**config.mk**
```make
export PLATFORM = sky130hd
export DESIGN_NAME = wbuf_top
export DESIGN_NICKNAME = d
export VERILOG_FILES = /design/src/wbuf_pkg.sv /design/src/wbuf_entry_store.sv /design/src/wbuf_dirty_rr.sv /design/src/wbuf_tx_split.sv /design/src/wbuf_tx_tracker.sv /design/src/wbuf_top.sv
export VERILOG_INCLUDE_DIRS = /design/src /design/src/src
export SDC_FILE = /design/constraint.sdc
export NUM_CORES = 1
export LEC_CHECK = 0
export ABC_CLOCK_PERIOD_IN_PS = 11000
export BUFFER_PORTS_ARGS = -buffer_cell sky130_fd_sc_hd__buf_2
export CORE_MARGIN = 2
export CORE_UTILIZATION = 29
export DETAILED_ROUTE_END_ITERATION = 12
export SKIP_LAST_GASP = 1
export SYNTH_ARGS = -nofsm -noshare
export SYNTH_HDL_FRONTEND = slang
export SYNTH_SLANG_ARGS = --single-unit
```
**constraint.sdc**
```tcl
create_clock -name clk_i -period 11 [get_ports clk_i]
set_input_delay 2.2 -clock clk_i [delete_from_list [all_inputs] [get_ports clk_i]]
set_output_delay 2.2 -clock clk_i [all_outputs]
set_load 0.005 [all_outputs]
```
**src/wbuf_params.svh**
```systemverilog
`ifndef WBUF_PARAMS_SVH
`define WBUF_PARAMS_SVH

////////////////////
// buffer geometry
////////////////////

// number of coalescing entries
`define WBUF_DEPTH 4
// entry index bits
`define WBUF_PTR_W 2

////////////////////
// memory side
////////////////////

// outstanding write transactions, one id each
`define WBUF_MAX_TX 2
`define WBUF_TID_W 1

// physical address and data path
`define WBUF_PLEN 32
`define WBUF_XLEN 64
`define WBUF_NBYTES 8
`define WBUF_OFF_W 3

`endif

```
**src/wbuf_pkg.sv**
```systemverilog
`include "wbuf_params.svh"

package wbuf_pkg;

  // naturally aligned transfer sizes accepted by memory
  typedef enum logic [1:0] {
    SIZE_BYTE  = 2'b00,
    SIZE_HALF  = 2'b01,
    SIZE_WORD  = 2'b10,
    SIZE_DWORD = 2'b11
  } tx_size_e;

  // one write from the core, word addressed
  typedef struct packed {
    logic [`WBUF_PLEN-`WBUF_OFF_W-1:0] waddr;
    logic [`WBUF_XLEN-1:0]             data;
    logic [`WBUF_NBYTES-1:0]           be;
  } core_wr_t;

  // one buffer entry
  // per byte valid/dirty/txblock encode free, dirty, in flight, rewritten in flight
  typedef struct packed {
    logic [`WBUF_PLEN-`WBUF_OFF_W-1:0] waddr;
    logic [`WBUF_XLEN-1:0]             data;
    logic [`WBUF_NBYTES-1:0]           valid;
    logic [`WBUF_NBYTES-1:0]           dirty;
    logic [`WBUF_NBYTES-1:0]           txblock;
  } entry_t;

  // one aligned memory write, data replicated for sub-dword sizes
  typedef struct packed {
    logic [`WBUF_PLEN-1:0]   paddr;
    logic [`WBUF_XLEN-1:0]   wdata;
    tx_size_e                size;
    logic [`WBUF_TID_W-1:0]  id;
  } mem_tx_t;

  // outstanding transaction, remembers which bytes of which entry it carries
  typedef struct packed {
    logic                    vld;
    logic [`WBUF_NBYTES-1:0] be;
    logic [`WBUF_PTR_W-1:0]  ptr;
  } tx_slot_t;

endpackage

```
**src/wbuf_entry_store.sv**
```systemverilog
`timescale 1ns/1ps
`include "wbuf_params.svh"

module wbuf_entry_store (
  input  logic                                    clk_i,
  input  logic                                    rst_ni,
  // core write port
  input  logic                                    core_req_i,
  input  wbuf_pkg::core_wr_t                      core_wr_i,
  output logic                                    core_gnt_o,
  // issue marking
  input  logic                                    issue_i,
  input  logic [`WBUF_PTR_W-1:0]                  dirty_ptr_i,
  input  logic [`WBUF_NBYTES-1:0]                 tx_be_i,
  // response eviction
  input  logic                                    evict_i,
  input  logic [`WBUF_PTR_W-1:0]                  evict_ptr_i,
  input  logic [`WBUF_NBYTES-1:0]                 evict_be_i,
  // entry view
  output wbuf_pkg::entry_t [`WBUF_DEPTH-1:0]      entries_o,
  output logic [`WBUF_DEPTH-1:0]                  ready_mask_o,
  output logic                                    empty_o
);

  // per byte state flags
  logic [`WBUF_DEPTH-1:0][`WBUF_NBYTES-1:0] valid_d, valid_q;
  logic [`WBUF_DEPTH-1:0][`WBUF_NBYTES-1:0] dirty_d, dirty_q;
  logic [`WBUF_DEPTH-1:0][`WBUF_NBYTES-1:0] txblock_d, txblock_q;
  // payload
  logic [`WBUF_DEPTH-1:0][`WBUF_PLEN-`WBUF_OFF_W-1:0] waddr_d, waddr_q;
  logic [`WBUF_DEPTH-1:0][`WBUF_XLEN-1:0] data_d, data_q;

  logic [`WBUF_DEPTH-1:0] valid_w;
  logic [`WBUF_DEPTH-1:0] hit_oh;
  logic [`WBUF_PTR_W-1:0] hit_ptr, free_ptr, wr_ptr;
  logic full, wr_en;

  ////////////////////
  // lookup
  ////////////////////

  for (genvar k = 0; k < `WBUF_DEPTH; k++) begin : gen_flags
    assign valid_w[k] = |valid_q[k];
    assign hit_oh[k]  = valid_w[k] && (waddr_q[k] == core_wr_i.waddr);
    // entries with bytes in flight must wait, memory may reorder writes
    assign ready_mask_o[k] = (|(dirty_q[k] & valid_q[k])) && !(|txblock_q[k]);
    assign entries_o[k] = '{waddr: waddr_q[k], data: data_q[k], valid: valid_q[k],
                            dirty: dirty_q[k], txblock: txblock_q[k]};
  end

  // lowest hit and lowest free entry, scanning down so the lowest wins
  always_comb begin
    hit_ptr  = '0;
    free_ptr = '0;
    for (int k = `WBUF_DEPTH - 1; k >= 0; k--) begin
      if (hit_oh[k]) begin
        hit_ptr = k[`WBUF_PTR_W-1:0];
      end
      if (!valid_w[k]) begin
        free_ptr = k[`WBUF_PTR_W-1:0];
      end
    end
  end

  assign full       = &valid_w;
  assign core_gnt_o = (|hit_oh) || !full;
  assign wr_en      = core_req_i && core_gnt_o;
  assign wr_ptr     = (|hit_oh) ? hit_ptr : free_ptr;
  assign empty_o    = !(|valid_w);

  ////////////////////
  // next state
  ////////////////////

  always_comb begin
    valid_d   = valid_q;
    dirty_d   = dirty_q;
    txblock_d = txblock_q;
    waddr_d   = waddr_q;
    data_d    = data_q;
    // returned tx, bytes not rewritten meanwhile become free
    if (evict_i) begin
      txblock_d[evict_ptr_i] = txblock_q[evict_ptr_i] & ~evict_be_i;
      valid_d[evict_ptr_i]   = valid_q[evict_ptr_i] & ~(evict_be_i & ~dirty_q[evict_ptr_i]);
    end
    // issued bytes move from dirty to in flight
    if (issue_i) begin
      dirty_d[dirty_ptr_i]   = dirty_q[dirty_ptr_i] & ~tx_be_i;
      txblock_d[dirty_ptr_i] = txblock_q[dirty_ptr_i] | tx_be_i;
    end
    // core write last, a rewrite of an issued byte ends up 1/1/1
    if (wr_en) begin
      waddr_d[wr_ptr] = core_wr_i.waddr;
      valid_d[wr_ptr] = valid_d[wr_ptr] | core_wr_i.be;
      dirty_d[wr_ptr] = dirty_d[wr_ptr] | core_wr_i.be;
      for (int b = 0; b < `WBUF_NBYTES; b++) begin
        if (core_wr_i.be[b]) begin
          data_d[wr_ptr][b*8 +: 8] = core_wr_i.data[b*8 +: 8];
        end
      end
    end
  end

  always_ff @(posedge clk_i or negedge rst_ni) begin
    if (!rst_ni) begin
      valid_q   <= '0;
      dirty_q   <= '0;
      txblock_q <= '0;
    end else begin
      valid_q   <= valid_d;
      dirty_q   <= dirty_d;
      txblock_q <= txblock_d;
    end
  end

  always_ff @(posedge clk_i) begin
    waddr_q <= waddr_d;
    data_q  <= data_d;
  end

endmodule

```
**src/wbuf_dirty_rr.sv**
```systemverilog
`timescale 1ns/1ps
`include "wbuf_params.svh"

module wbuf_dirty_rr (
  input  logic                   clk_i,
  input  logic                   rst_ni,
  input  logic [`WBUF_DEPTH-1:0] ready_mask_i,
  input  logic                   issue_i,
  output logic [`WBUF_PTR_W-1:0] dirty_ptr_o
);

  logic [`WBUF_PTR_W-1:0] last_q, hold_q, pick;
  logic                   lock_q;

  // search starts right after the last issued entry and wraps
  always_comb begin
    logic [`WBUF_PTR_W-1:0] idx;
    logic                   found;
    pick  = last_q;
    found = 1'b0;
    for (int i = 1; i <= `WBUF_DEPTH; i++) begin
      idx = last_q + i[`WBUF_PTR_W-1:0];
      if (!found && ready_mask_i[idx]) begin
        pick  = idx;
        found = 1'b1;
      end
    end
  end

  // a locked entry stays ready until issued
  assign dirty_ptr_o = lock_q ? hold_q : pick;

  always_ff @(posedge clk_i or negedge rst_ni) begin
    if (!rst_ni) begin
      lock_q <= 1'b0;
      hold_q <= '0;
      last_q <= '0;
    end else begin
      lock_q <= (|ready_mask_i) && !issue_i;
      hold_q <= dirty_ptr_o;
      if (issue_i) begin
        last_q <= dirty_ptr_o;
      end
    end
  end

endmodule

```
**src/wbuf_tx_split.sv**
```systemverilog
`timescale 1ns/1ps
`include "wbuf_params.svh"

module wbuf_tx_split (
  input  wbuf_pkg::entry_t        entry_i,
  input  logic [`WBUF_TID_W-1:0]  tx_id_i,
  output wbuf_pkg::mem_tx_t       mem_tx_o,
  output logic [`WBUF_NBYTES-1:0] tx_be_o
);

  logic [`WBUF_NBYTES-1:0] dirty_b;
  logic [`WBUF_NBYTES-1:0] run;
  logic [`WBUF_OFF_W-1:0]  off;
  logic [`WBUF_XLEN-1:0]   slice;
  wbuf_pkg::tx_size_e      size;

  assign dirty_b = entry_i.dirty & entry_i.valid;

  // offset of lowest dirty byte
  always_comb begin
    off = '0;
    for (int b = `WBUF_NBYTES - 1; b >= 0; b--) begin
      if (dirty_b[b]) begin
        off = b[`WBUF_OFF_W-1:0];
      end
    end
  end

  // dirty bytes starting at the offset
  assign run = dirty_b >> off;

  ////////////////////
  // size selection
  ////////////////////

  // largest aligned size fully covered by dirty bytes
  // e.g. 0011_1001 gives byte at 0, then byte at 3, then half at 4
  always_comb begin
    if (off == '0 && (&run)) begin
      size = wbuf_pkg::SIZE_DWORD;
    end else if (off[1:0] == 2'b00 && (&run[3:0])) begin
      size = wbuf_pkg::SIZE_WORD;
    end else if (!off[0] && (&run[1:0])) begin
      size = wbuf_pkg::SIZE_HALF;
    end else begin
      size = wbuf_pkg::SIZE_BYTE;
    end
  end

  // data shifted down to the offset
  assign slice = entry_i.data >> {off, 3'b000};

  // replicate sub-dword data over the full bus
  always_comb begin
    mem_tx_o.paddr = {entry_i.waddr, off};
    mem_tx_o.size  = size;
    mem_tx_o.id    = tx_id_i;
    unique case (size)
      wbuf_pkg::SIZE_BYTE: begin
        mem_tx_o.wdata = {8{slice[7:0]}};
        tx_be_o        = 8'h01 << off;
      end
      wbuf_pkg::SIZE_HALF: begin
        mem_tx_o.wdata = {4{slice[15:0]}};
        tx_be_o        = 8'h03 << off;
      end
      wbuf_pkg::SIZE_WORD: begin
        mem_tx_o.wdata = {2{slice[31:0]}};
        tx_be_o        = 8'h0f << off;
      end
      default: begin
        mem_tx_o.wdata = entry_i.data;
        tx_be_o        = 8'hff;
      end
    endcase
  end

endmodule

```
**src/wbuf_tx_tracker.sv**
```systemverilog
`timescale 1ns/1ps
`include "wbuf_params.svh"

module wbuf_tx_tracker (
  input  logic                    clk_i,
  input  logic                    rst_ni,
  // new transaction
  input  logic                    issue_i,
  input  logic [`WBUF_PTR_W-1:0]  dirty_ptr_i,
  input  logic [`WBUF_NBYTES-1:0] tx_be_i,
  // write responses
  input  logic                    rtrn_vld_i,
  input  logic [`WBUF_TID_W-1:0]  rtrn_id_i,
  output logic [`WBUF_TID_W-1:0]  tx_id_o,
  output logic                    free_slot_o,
  // eviction towards the store
  output logic                    evict_o,
  output logic [`WBUF_PTR_W-1:0]  evict_ptr_o,
  output logic [`WBUF_NBYTES-1:0] evict_be_o
);

  wbuf_pkg::tx_slot_t [`WBUF_MAX_TX-1:0] slots_q, slots_d;

  logic [`WBUF_TID_W-1:0] free_id, held_q;
  logic                   lock_q;

  // returned id queue
  logic [`WBUF_MAX_TX-1:0][`WBUF_TID_W-1:0] fifo_q;
  logic [`WBUF_TID_W-1:0] wr_q, rd_q, rtrn_id;
  logic [`WBUF_TID_W:0]   cnt_q;

  ////////////////////
  // id choice
  ////////////////////

  always_comb begin
    free_id     = '0;
    free_slot_o = 1'b0;
    for (int i = `WBUF_MAX_TX - 1; i >= 0; i--) begin
      if (!slots_q[i].vld) begin
        free_id     = i[`WBUF_TID_W-1:0];
        free_slot_o = 1'b1;
      end
    end
  end

  // held id stays free since only an issue can take it
  assign tx_id_o = lock_q ? held_q : free_id;

  // oldest returned id is evicted, one per cycle
  assign evict_o     = (cnt_q != '0);
  assign rtrn_id     = fifo_q[rd_q];
  assign evict_ptr_o = slots_q[rtrn_id].ptr;
  assign evict_be_o  = slots_q[rtrn_id].be;

  always_comb begin
    slots_d = slots_q;
    if (evict_o) begin
      slots_d[rtrn_id].vld = 1'b0;
    end
    if (issue_i) begin
      slots_d[tx_id_o] = '{vld: 1'b1, be: tx_be_i, ptr: dirty_ptr_i};
    end
  end

  always_ff @(posedge clk_i or negedge rst_ni) begin
    if (!rst_ni) begin
      slots_q <= '0;
      lock_q  <= 1'b0;
      held_q  <= '0;
      wr_q    <= '0;
      rd_q    <= '0;
      cnt_q   <= '0;
    end else begin
      slots_q <= slots_d;
      lock_q  <= free_slot_o && !issue_i;
      held_q  <= tx_id_o;
      if (rtrn_vld_i) begin
        wr_q <= wr_q + 1'b1;
      end
      if (evict_o) begin
        rd_q <= rd_q + 1'b1;
      end
      cnt_q <= cnt_q + {{`WBUF_TID_W{1'b0}}, rtrn_vld_i} - {{`WBUF_TID_W{1'b0}}, evict_o};
    end
  end

  // never overflows, at most one entry per outstanding id
  always_ff @(posedge clk_i) begin
    if (rtrn_vld_i) begin
      fifo_q[wr_q] <= rtrn_id_i;
    end
  end

endmodule

```
**src/wbuf_top.sv**
```systemverilog
`timescale 1ns/1ps
`include "wbuf_params.svh"

module wbuf_top (
  input  logic                   clk_i,
  input  logic                   rst_ni,
  // core side
  input  logic                   core_req_i,
  input  wbuf_pkg::core_wr_t     core_wr_i,
  output logic                   core_gnt_o,
  // memory write port
  output logic                   mem_req_o,
  output wbuf_pkg::mem_tx_t      mem_tx_o,
  input  logic                   mem_ack_i,
  // write responses
  input  logic                   rtrn_vld_i,
  input  logic [`WBUF_TID_W-1:0] rtrn_id_i,
  output logic                   empty_o
);

  wbuf_pkg::entry_t [`WBUF_DEPTH-1:0] entries;

  logic [`WBUF_DEPTH-1:0]  ready_mask;
  logic [`WBUF_PTR_W-1:0]  dirty_ptr, evict_ptr;
  logic [`WBUF_NBYTES-1:0] tx_be, evict_be;
  logic [`WBUF_TID_W-1:0]  tx_id;
  logic                    free_slot, evict, issue;

  // request needs an issuable entry and a free id
  assign mem_req_o = (|ready_mask) && free_slot;
  assign issue     = mem_req_o && mem_ack_i;

  wbuf_entry_store i_store (
    .clk_i       (clk_i),
    .rst_ni      (rst_ni),
    .core_req_i  (core_req_i),
    .core_wr_i   (core_wr_i),
    .core_gnt_o  (core_gnt_o),
    .issue_i     (issue),
    .dirty_ptr_i (dirty_ptr),
    .tx_be_i     (tx_be),
    .evict_i     (evict),
    .evict_ptr_i (evict_ptr),
    .evict_be_i  (evict_be),
    .entries_o   (entries),
    .ready_mask_o(ready_mask),
    .empty_o     (empty_o)
  );

  wbuf_dirty_rr i_dirty_rr (
    .clk_i       (clk_i),
    .rst_ni      (rst_ni),
    .ready_mask_i(ready_mask),
    .issue_i     (issue),
    .dirty_ptr_o (dirty_ptr)
  );

  // splitter sees only the chosen entry
  wbuf_tx_split i_tx_split (
    .entry_i (entries[dirty_ptr]),
    .tx_id_i (tx_id),
    .mem_tx_o(mem_tx_o),
    .tx_be_o (tx_be)
  );

  wbuf_tx_tracker i_tx_tracker (
    .clk_i      (clk_i),
    .rst_ni     (rst_ni),
    .issue_i    (issue),
    .dirty_ptr_i(dirty_ptr),
    .tx_be_i    (tx_be),
    .rtrn_vld_i (rtrn_vld_i),
    .rtrn_id_i  (rtrn_id_i),
    .tx_id_o    (tx_id),
    .free_slot_o(free_slot),
    .evict_o    (evict),
    .evict_ptr_o(evict_ptr),
    .evict_be_o (evict_be)
  );

endmodule

```
# --- After elaboration in Yosys (flattened, before gate mapping) ---
# Index checks and enable logic that the tools add are counted.
word_totals:
  register_bits: 503
  latchBits: 0
  mem_bits_rw: 0
  rom_bits: 0
  inputBits: 107
  output_inout_bits: 102
  elab_cells: 280
  memories: 0
op_classes:
  add_sub_neg: 7
  mul: 0
  div_mod_pow: 0
  order_cmp: 17
  eq_ne: 6
  shift: 5
  mux: 133
  n_bitwise: 16
  n_reduce_logical: 60
op_table:
  columns: ["op", "n"]
  rows:
  - ["256-bit 2-to-1 mux", 15]
  - ["256-bit bitwise mux", 8]
  - ["64-bit demux with 2-bit select", 8]
  - ["117-bit binary-select mux with 2-bit select", 1]
  - ["32-bit 2-to-1 mux", 7]
  - ["32-bit bitwise mux", 6]
  - ["64-bit one-hot mux with 3 select lines", 1]
  - ["117-bit 2-to-1 mux", 1]
  - ["116-bit bitwise mux", 1]
  - ["29-bit equality test", 4]
  - ["8-bit binary-select mux with 2-bit select", 7]
  - ["8-bit OR reduction", 12]
  - ["8-bit 2-to-1 mux", 11]
  - ["8-bit AND", 9]
  - ["64-bit 2-to-1 mux", 1]
  - ["64-bit by 6-bit right shift with 32-bit output", 1]
  - ["29-bit demux with 2-bit select", 1]
  - ["56-bit 2-to-1 mux", 1]
  - ["8-bit demux with 2-bit select", 3]
  - ["48-bit 2-to-1 mux", 1]
  - ["22-bit bitwise mux", 2]
  - ["22-bit 2-to-1 mux", 2]
  - ["40-bit 2-to-1 mux", 1]
  - ["2-bit 2-to-1 mux", 16]
  - ["40 further kinds", 124]

# --- Longest topological paths before layout ---
# Gate-level depths: netlist of the first run.
logic_depth:
  ltp_word: 44
  ltp_mapped: 26
  mapped_depth_nobuf: 22

# --- Hierarchy ---
# A second synthesis of the first run with hierarchy kept.
unflattened:
  cells_unflattened: 2156
  hier_area_um2: 27680.3
modules_own_cells:
  columns: ["module", "n_inst", "cells_per_inst", "area_per_inst_um2", "seq_area_each_um2"]
  rows:
  - ["wbuf_entry_store", 1, 1301, 19457.4, 13573.0]
  - ["wbuf_tx_split", 1, 584, 3763.6, 0.0]
  - ["wbuf_top", 1, 145, 2807.7, 0.0]
  - ["wbuf_tx_tracker", 1, 86, 1296.2, 760.7]
  - ["wbuf_dirty_rr", 1, 40, 355.3, 125.1]

# --- Worst setup path after synthesis of the first run ---
# OpenSTA, ideal clock, no wires.
synth_timing:
  kind: "reg2out"
  start: "register i_store.txblock_q (netlist bit i_store.entries_o[117])"
  end: "output port mem_tx_o[28] (netlist bit)"
  t_arrival_ns: 5.360
  setup_slack_ns: 3.440
  path_stages_with_launch: 23
  path_buffers: 3
  cell_sequence: "dfrtp_1 or4_1 nor2_4 a32oi_1 o31a_1 a21boi_4 inv_2 a221o_1 o211ai_2 nand2_1 o21ai_2 nand2_2 inv_2 buf_2 buf_2 o21ai_0 o2111ai_1 ha_1 clkbuf_1 o21ai_2 or4_1 o2111ai_1 o21a_1"
synth_lines:
  columns: ["element", "line_no", "source"]
  rows:
  - ["start, declared", "wbuf_entry_store.sv:28", "logic [`WBUF_DEPTH-1:0][`WBUF_NBYTES-1:0] txblock_d, txblock_q;"]
  - ["start signal, assigned", "wbuf_entry_store.sv:112", "txblock_q <= txblock_d;"]
  - ["end, declared", "wbuf_top.sv:13", "output wbuf_pkg::mem_tx_t mem_tx_o,"]

==> impl_metrics.ini, run 1 <==
[critical_path]
setup.reg_to_reg.worst_slack_ps = 3630
timing.critical_path.max_delay_family = compound AO/OA/AOI/OAI gates
worstPathMaxFanout = 27
timing.critical_path.buf_inv = 4
worstPathArrival_ps = 7850
critPathKind = reg2out
r2r_end = i_store.entries_o[122]
worstReg2RegStart = i_store.entries_o[131]
worst_setup_path_end_kind = primary output
cp_slowest_cell = o31ai_4
crit_required_ps = 8800
timing.critical_path.cells = a22oi_1 > nand4_2 > and3_1 > or3_1 > o31ai_4 > mux2i_1 > mux2i_1 > a22oi_1 > o21ai_2 > nand2_2 > inv_2 > o21ai_0 > o2111ai_1 > inv_1 > ha_1 > nor2_1 > inv_1 > nand2_1 > a211oi_1 > a2111oi_2 > a21oi_1 > buf_2
critical_path.max_stage_delay_ps = 730
reg2regPathDepth = 18
startpoint_type = register

[floorplan]
floorplan.initialDensity = 0.291
design.die.area_um2 = 94000
placement_rows = 111
die_width_um = 307
floorplan.die.height_um = 307
core-area_um2 = 91200
boundaryPins = 209

[synth]
synth.mux.area_fraction = 0.0728
syn_std_cell_area_um2 = 26600
synth_warnings = 0
yosys.area_share.simple = 0.144
synthDominantAreaCellType = edfxtp_1
synth.lib_cells_used.distinct = 91
netlist.area_leader.share = 0.423
ys_dominant_reg_cell = edfxtp_1
synth-xor-area-share = 0.0392
synth.ff_latch_count = 503
synth_fa_ha_area_frac = 0.00235
synth_compound_area_frac = 0.169
dominant_combinational_cell_family_by_area_after_synthesis = compound AO/OA/AOI/OAI gates
synth.most_common_cell = edfxtp_1
avgSynthCellArea_um2 = 11.1
ys_top_cells_by_count = 374 x edfxtp_1, 236 x nor2_1, 194 x nand2_1
seq_area_frac_synth = 0.544
syn_inst = 2390
fraction_of_registers_with_async_set_or_reset_after_synthesis = 0.256
post_synth_main_area_contributors = edfxtp_1 42%, dfrtp_1 12%, mux2i_1 4.1%
synth-edff-count = 374
syn_nets = 2502

[route]
drc_errors = 0
drt-pass1-iter-count = 8
final_antenna_net_count = 0
drt-vias-per-instance = 5.59
total_wirelength_of_the_detailed_routed_design_um = 92600
num_vias = 21233
dr_iter_0_viols = 2571
wl_per_cell_um = 24.4

[min_path]
min_to = i_tx_tracker.slots_q[7]
worst_hold_startpoint = i_tx_tracker.slots_q[7]
min_path_type = reg2reg
worst_hold_path.num_cells = 2

[global_routing]
antenna_violations_before_repair = 22
global_route_wire_length_before_repair_um = 137000
maximum_number_of_pins_on_one_net_before_global_route_repair = 78
globalRouteTotalUtil = 0.192
grt_ovf = 0
first_global_vias = 20542

[sta]
grt_setup_unrepaired = false
setup_violations = 0
final.period_utilization = 0.913
final_number_of_max_transition_violations = 0
timing_worst_slew_pin_value_ps = 1300
hold_viol_final = 0
slew_headroom = 0.124
finClkSkew_ps = 37.5
timing.final.crit_period_ps = 10050
fin_setup_tns_ps = 0
max_freq_ghz = 0.0995

[cells_and_area]
layout-area-overhead-vs-synth_pct = 16.1
final_net_count = 2670
layout-drive-gt1-share = 0.177
fillCellCount = 9107

[clocking]
cts_hold_buf = 0
worstSkewPairLatency_ps = 630
clk_buf_depth = 3
cts_tree = built
ctsRootBufferMaster = clkbuf_16
cts.clk_slew.worst_paths_ps = 60
count_of_instances_resized_after_the_clock_tree_is_built = 0
cts.sink_count = 503
cts_inserted_buffers = 54
cts-htree-levels = 2
postCtsSetupRepairBufs = 0

[placement]
buffer_ports.inserted = 208
dpl.hpwl_um = 66400
gp_routability_congestion = 0.985

[run_status]
run_status = finished clean

[flow_run]
cap_violations = 0
-- how the worst max path moves through the flow --
stage / start / end / cells after the start
2_1_floorplan: i_store.entries_o[117] / mem_tx_o[28] / 22
3_3_place_gp: i_store.entries_o[131] / mem_tx_o[20] / 22
3_5_place_dp: i_store.entries_o[131] / mem_tx_o[20] / 22
4_1_cts: i_store.entries_o[131] / mem_tx_o[20] / 22
5_1_grt: i_store.entries_o[1] / mem_tx_o[20] / 22
6_report: i_store.entries_o[131] / mem_tx_o[20] / 22
-- metal layers --
layer | vias to the layer above | part of all wire | wire, um | GRT usage
met4 | 28 | 0.040 | 3690 | 0.0735
met2 | 1062 | 0.45 | 41600 | 0.297
met1 | 10433 | 0.42 | 38800 | 0.262
li1 | 9492 | - | - | -
met3 | 218 | 0.089 | 8290 | 0.0407
met5 | - | 0.0027 | 251 | 0.00724
-- placed cells by master (no fill, tap or decap), drive strengths merged, types with 24 or more instances in the layout --
master / count
edfxtp: 374
buf: 260
nor2: 239
nand2: 195
a21oi: 144
dfrtp: 129
mux2i: 112
o21ai: 96
xor2: 77
o22ai: 68
nor3: 65
and2: 64
clkbuf: 64
a211oi: 59
nand3: 50
xnor2: 42
nor2b: 42
nor4: 40
a222oi: 37
inv: 37
o211ai: 33
o21a: 32
nand4: 32
and3: 29
mux4: 24
-- logic make-up after synthesis --
group,after synthesis
buffers and inverters,178
xor gates and xnor gates,119
muxes,158
AOI/OAI and AO/OA,630
and+or+nand+nor,797
DFF,503
adders and majority gates,5
-- flip-flops by register name (all words and copies together), names as in the netlist --
signal	count
i_tx_tracker.cnt_q	2
i_store.entries_o	468
i_tx_tracker.fifo_q	2
i_tx_tracker.slots_q	22
i_tx_tracker.held_q	1
i_tx_tracker.rd_q	1
i_tx_tracker.wr_q	1
i_tx_tracker.lock_q	1
i_dirty_rr.hold_q	2
i_dirty_rr.lock_q	1
i_dirty_rr.last_q	2
-- metrics by stage --
stage	worst slack (ps)	area, um2	instances	util	hold WS [ps]
global placement	1940	29000	3688	0.318	461
detailed placement	1790	29000	3688	0.318	469
CTS	1110	30800	3789	0.338	482
finish	953	30800	3795	0.338	479
global route	410	30800	3793	0.338	510
floorplan	3440	26600	2390	-	448
-- worst reg2reg max path: stages, from the launching register on --
cell       delay (ps)
dfrtp_1           450
a22oi_1           310
nand4_2           260
and3_1            260
or3_1             540
o31ai_4           730
mux2i_1           210
mux2i_1           500
a22oi_1           220
o21ai_2           340
nand2_2           430
inv_2             530
o21ai_0           210
o2111ai_1         390
ha_1              260
nand3_1           160
a211oi_1          940
and3_1            380
a21oi_1           100
-- layout make-up --
type                            instances  area [um2]  area share
Inverter                               30         113     0.00365
Multi-Input combinational cell       1709       11500       0.373
Timing Repair Buffer                  260        1440      0.0466
Tap cell                             1186        1480      0.0481
Clock buffer                           64        1390      0.0450
Clock inverter                         37         442      0.0143
Sequential cell                       503       14500       0.469
Antenna cell                            6        15.0    0.000487
Power of run 1 is left out: the tool's default activity adds up to more than one toggle a clock period on the data nets, which glitch-free logic cannot reach.
==> run 2, diff against run 1 <==
SETUP_SLACK_MARGIN = 0.05   (was unset)
SYNTH_HIERARCHICAL = 1   (was unset)
==> run 2 against run 1 <==
  * Die area up 3.5%
  * Cell count down 6.0%
  * Via count down 5.4%
  * Maximum frequency down 1.8%
  * Worst hold slack better by 12 ps
  * Clock skew up 4.2 ps
  * Critical path type unchanged
  * Sequential share of layout area down 0.55 points
  * Synthesized cell count down 10%
  * Global-route usage down 0.78 points
  * Wire length down 0.47%
  * Area after synthesis up 3.5%
  * Count of clock-buffer cells in the layout up 4
==> impl_metrics.ini, run 2 <==
[sta]
timing_worst_slew_pin_value_ps = 1250
max_freq_ghz = 0.0977
setup_violations = 0
timing.final.crit_period_ps = 10230
fin_setup_tns_ps = 0
final.period_utilization = 0.930
slew_headroom = 0.165
hold_viol_final = 0
final_number_of_max_transition_violations = 0
finClkSkew_ps = 41.6
grt_setup_unrepaired = false

[clocking]
cts_inserted_buffers = 55
cts-htree-levels = 2
cts_tree = built
postCtsSetupRepairBufs = 0
cts.sink_count = 503
cts.clk_slew.worst_paths_ps = 60
ctsRootBufferMaster = clkbuf_16
worstSkewPairLatency_ps = 630
clk_buf_depth = 3

[placement]
gp_routability_congestion = 0.977
dpl.hpwl_um = 65900
buffer_ports.inserted = 208

[cells_and_area]
final_net_count = 2383
layout-area-overhead-vs-synth_pct = 13.5
layout-drive-gt1-share = 0.241
final_cell_mix = 374 x edfxtp_1, 207 x buf_2, 149 x nor2_1, 147 x mux4_2, 129 x dfrtp_1
final_common_cell = edfxtp_1
fillCellCount = 9453
largest_register_ffs = 468

[global_routing]
globalRouteTotalUtil = 0.184
maximum_number_of_pins_on_one_net_before_global_route_repair = 75
globalRoute.busiestLayer = met2
global_route_wire_length_before_repair_um = 135000
grt_ovf = 0
antenna_violations_before_repair = 21
grt_util_met2 = 0.296
met1_usage = 0.246
groute.layer.met3.usage = 0.0416
first_global_vias = 19438

[route]
final_antenna_net_count = 0
drc_errors = 0
num_vias = 20080
drt-vias-per-instance = 5.63
total_wirelength_of_the_detailed_routed_design_um = 92200
drt-pass1-iter-count = 6
dr_iter_0_viols = 2490
wl_per_cell_um = 25.8

[floorplan]
die_width_um = 312
floorplan.die.height_um = 312
design.die.area_um2 = 97300
core-area_um2 = 93600
placement_rows = 112
boundaryPins = 209
floorplan.initialDensity = 0.294

[critical_path]
startpoint_type = register
worst_setup_path_end_kind = primary output
crit_required_ps = 8800
critPathKind = reg2out
worstPathMaxFanout = 47
worstPathArrival_ps = 8030

[synth]
syn_inst = 2148
syn_std_cell_area_um2 = 27500
syn_nets = 2260
synth_warnings = 6
avgSynthCellArea_um2 = 12.8

[flow_run]
cap_violations = 0

[min_path]
min_path_type = reg2reg

[run_status]
run_status = finished clean
==> run 2: metrics by stage <==
stage | hold WS (ps) | worst slack [ps] | instance area, um2 | util | instances
after floorplan | 453 | 3150 | 27500 | - | 2148
after global placement | 470 | 1420 | 29500 | 0.315 | 3468
after detailed placement | 482 | 1360 | 29500 | 0.315 | 3468
after CTS | 491 | 674 | 31200 | 0.333 | 3565
after global routing | 514 | 302 | 31200 | 0.333 | 3568
final | 491 | 768 | 31200 | 0.333 | 3568
==> run 2: path summary, 6_finish.rpt <==
path                                           to              startpoint  slack [ps]  depth (start not counted)
max                                  mem_tx_o[19]  i_store/entries_o[128]         770                         24
min                             i_tx_tracker/wr_q       i_tx_tracker/wr_q         490                          1
max reg2reg                 i_store/entries_o[12]  i_store/entries_o[128]        2600                         26
min reg2reg                     i_tx_tracker/wr_q       i_tx_tracker/wr_q         490                          1
min in group asynchronous    i_store/entries_o[5]                  rst_ni        1540                          1
max in group asynchronous  i_store/entries_o[243]                  rst_ni        8060                          2
==> run 2: area by class of cell <==
type                    instances  area (um2)  area share
multi-input cells            1426       12000       0.384
clock inverters                29         258     0.00826
flip-flops and latches        503       14500       0.463
diodes                          3        7.51    0.000241
well taps                    1254        1570      0.0503
clock buffers                  68        1430      0.0457
inverters                      37         139     0.00445
repair buffers                248        1350      0.0432
==> run 2: worst max-delay path, stage by stage (launching register included) <==
cell and delay, ps:
dfrtp_1 440, a22o_1 260, a221oi_1 360, a31oi_1 330
nand2b_1 240, nand3b_1 100, a211oi_1 100, a21oi_4 540
buf_4 680, mux4_2 450, a22oi_1 180, buf_4 220
nand3_1 290, a21oi_2 600, nand2_1 130, o21ai_0 200
nor2b_1 320, ha_1 200, buf_4 220, inv_1 210
a21oi_1 340, nor4b_1 470, or3_1 200, a21boi_1 160
buf_2 140
==> run 2: timing repair <==
item,CTS,global route
endpoints found under the setup margin,0,1
hold buffers,0,0
resized for setup,0,1
==> run 2: metal layers <==
| layer | up-vias | share of wire |
|---|---|---|
| li1 | 8592 | - |
| met3 | 235 | 0.084 |
| met2 | 1070 | 0.47 |
| met5 | - | 0.0019 |
| met1 | 10157 | 0.41 |
| met4 | 26 | 0.035 |
Power of run 2 is left out for the same reason.
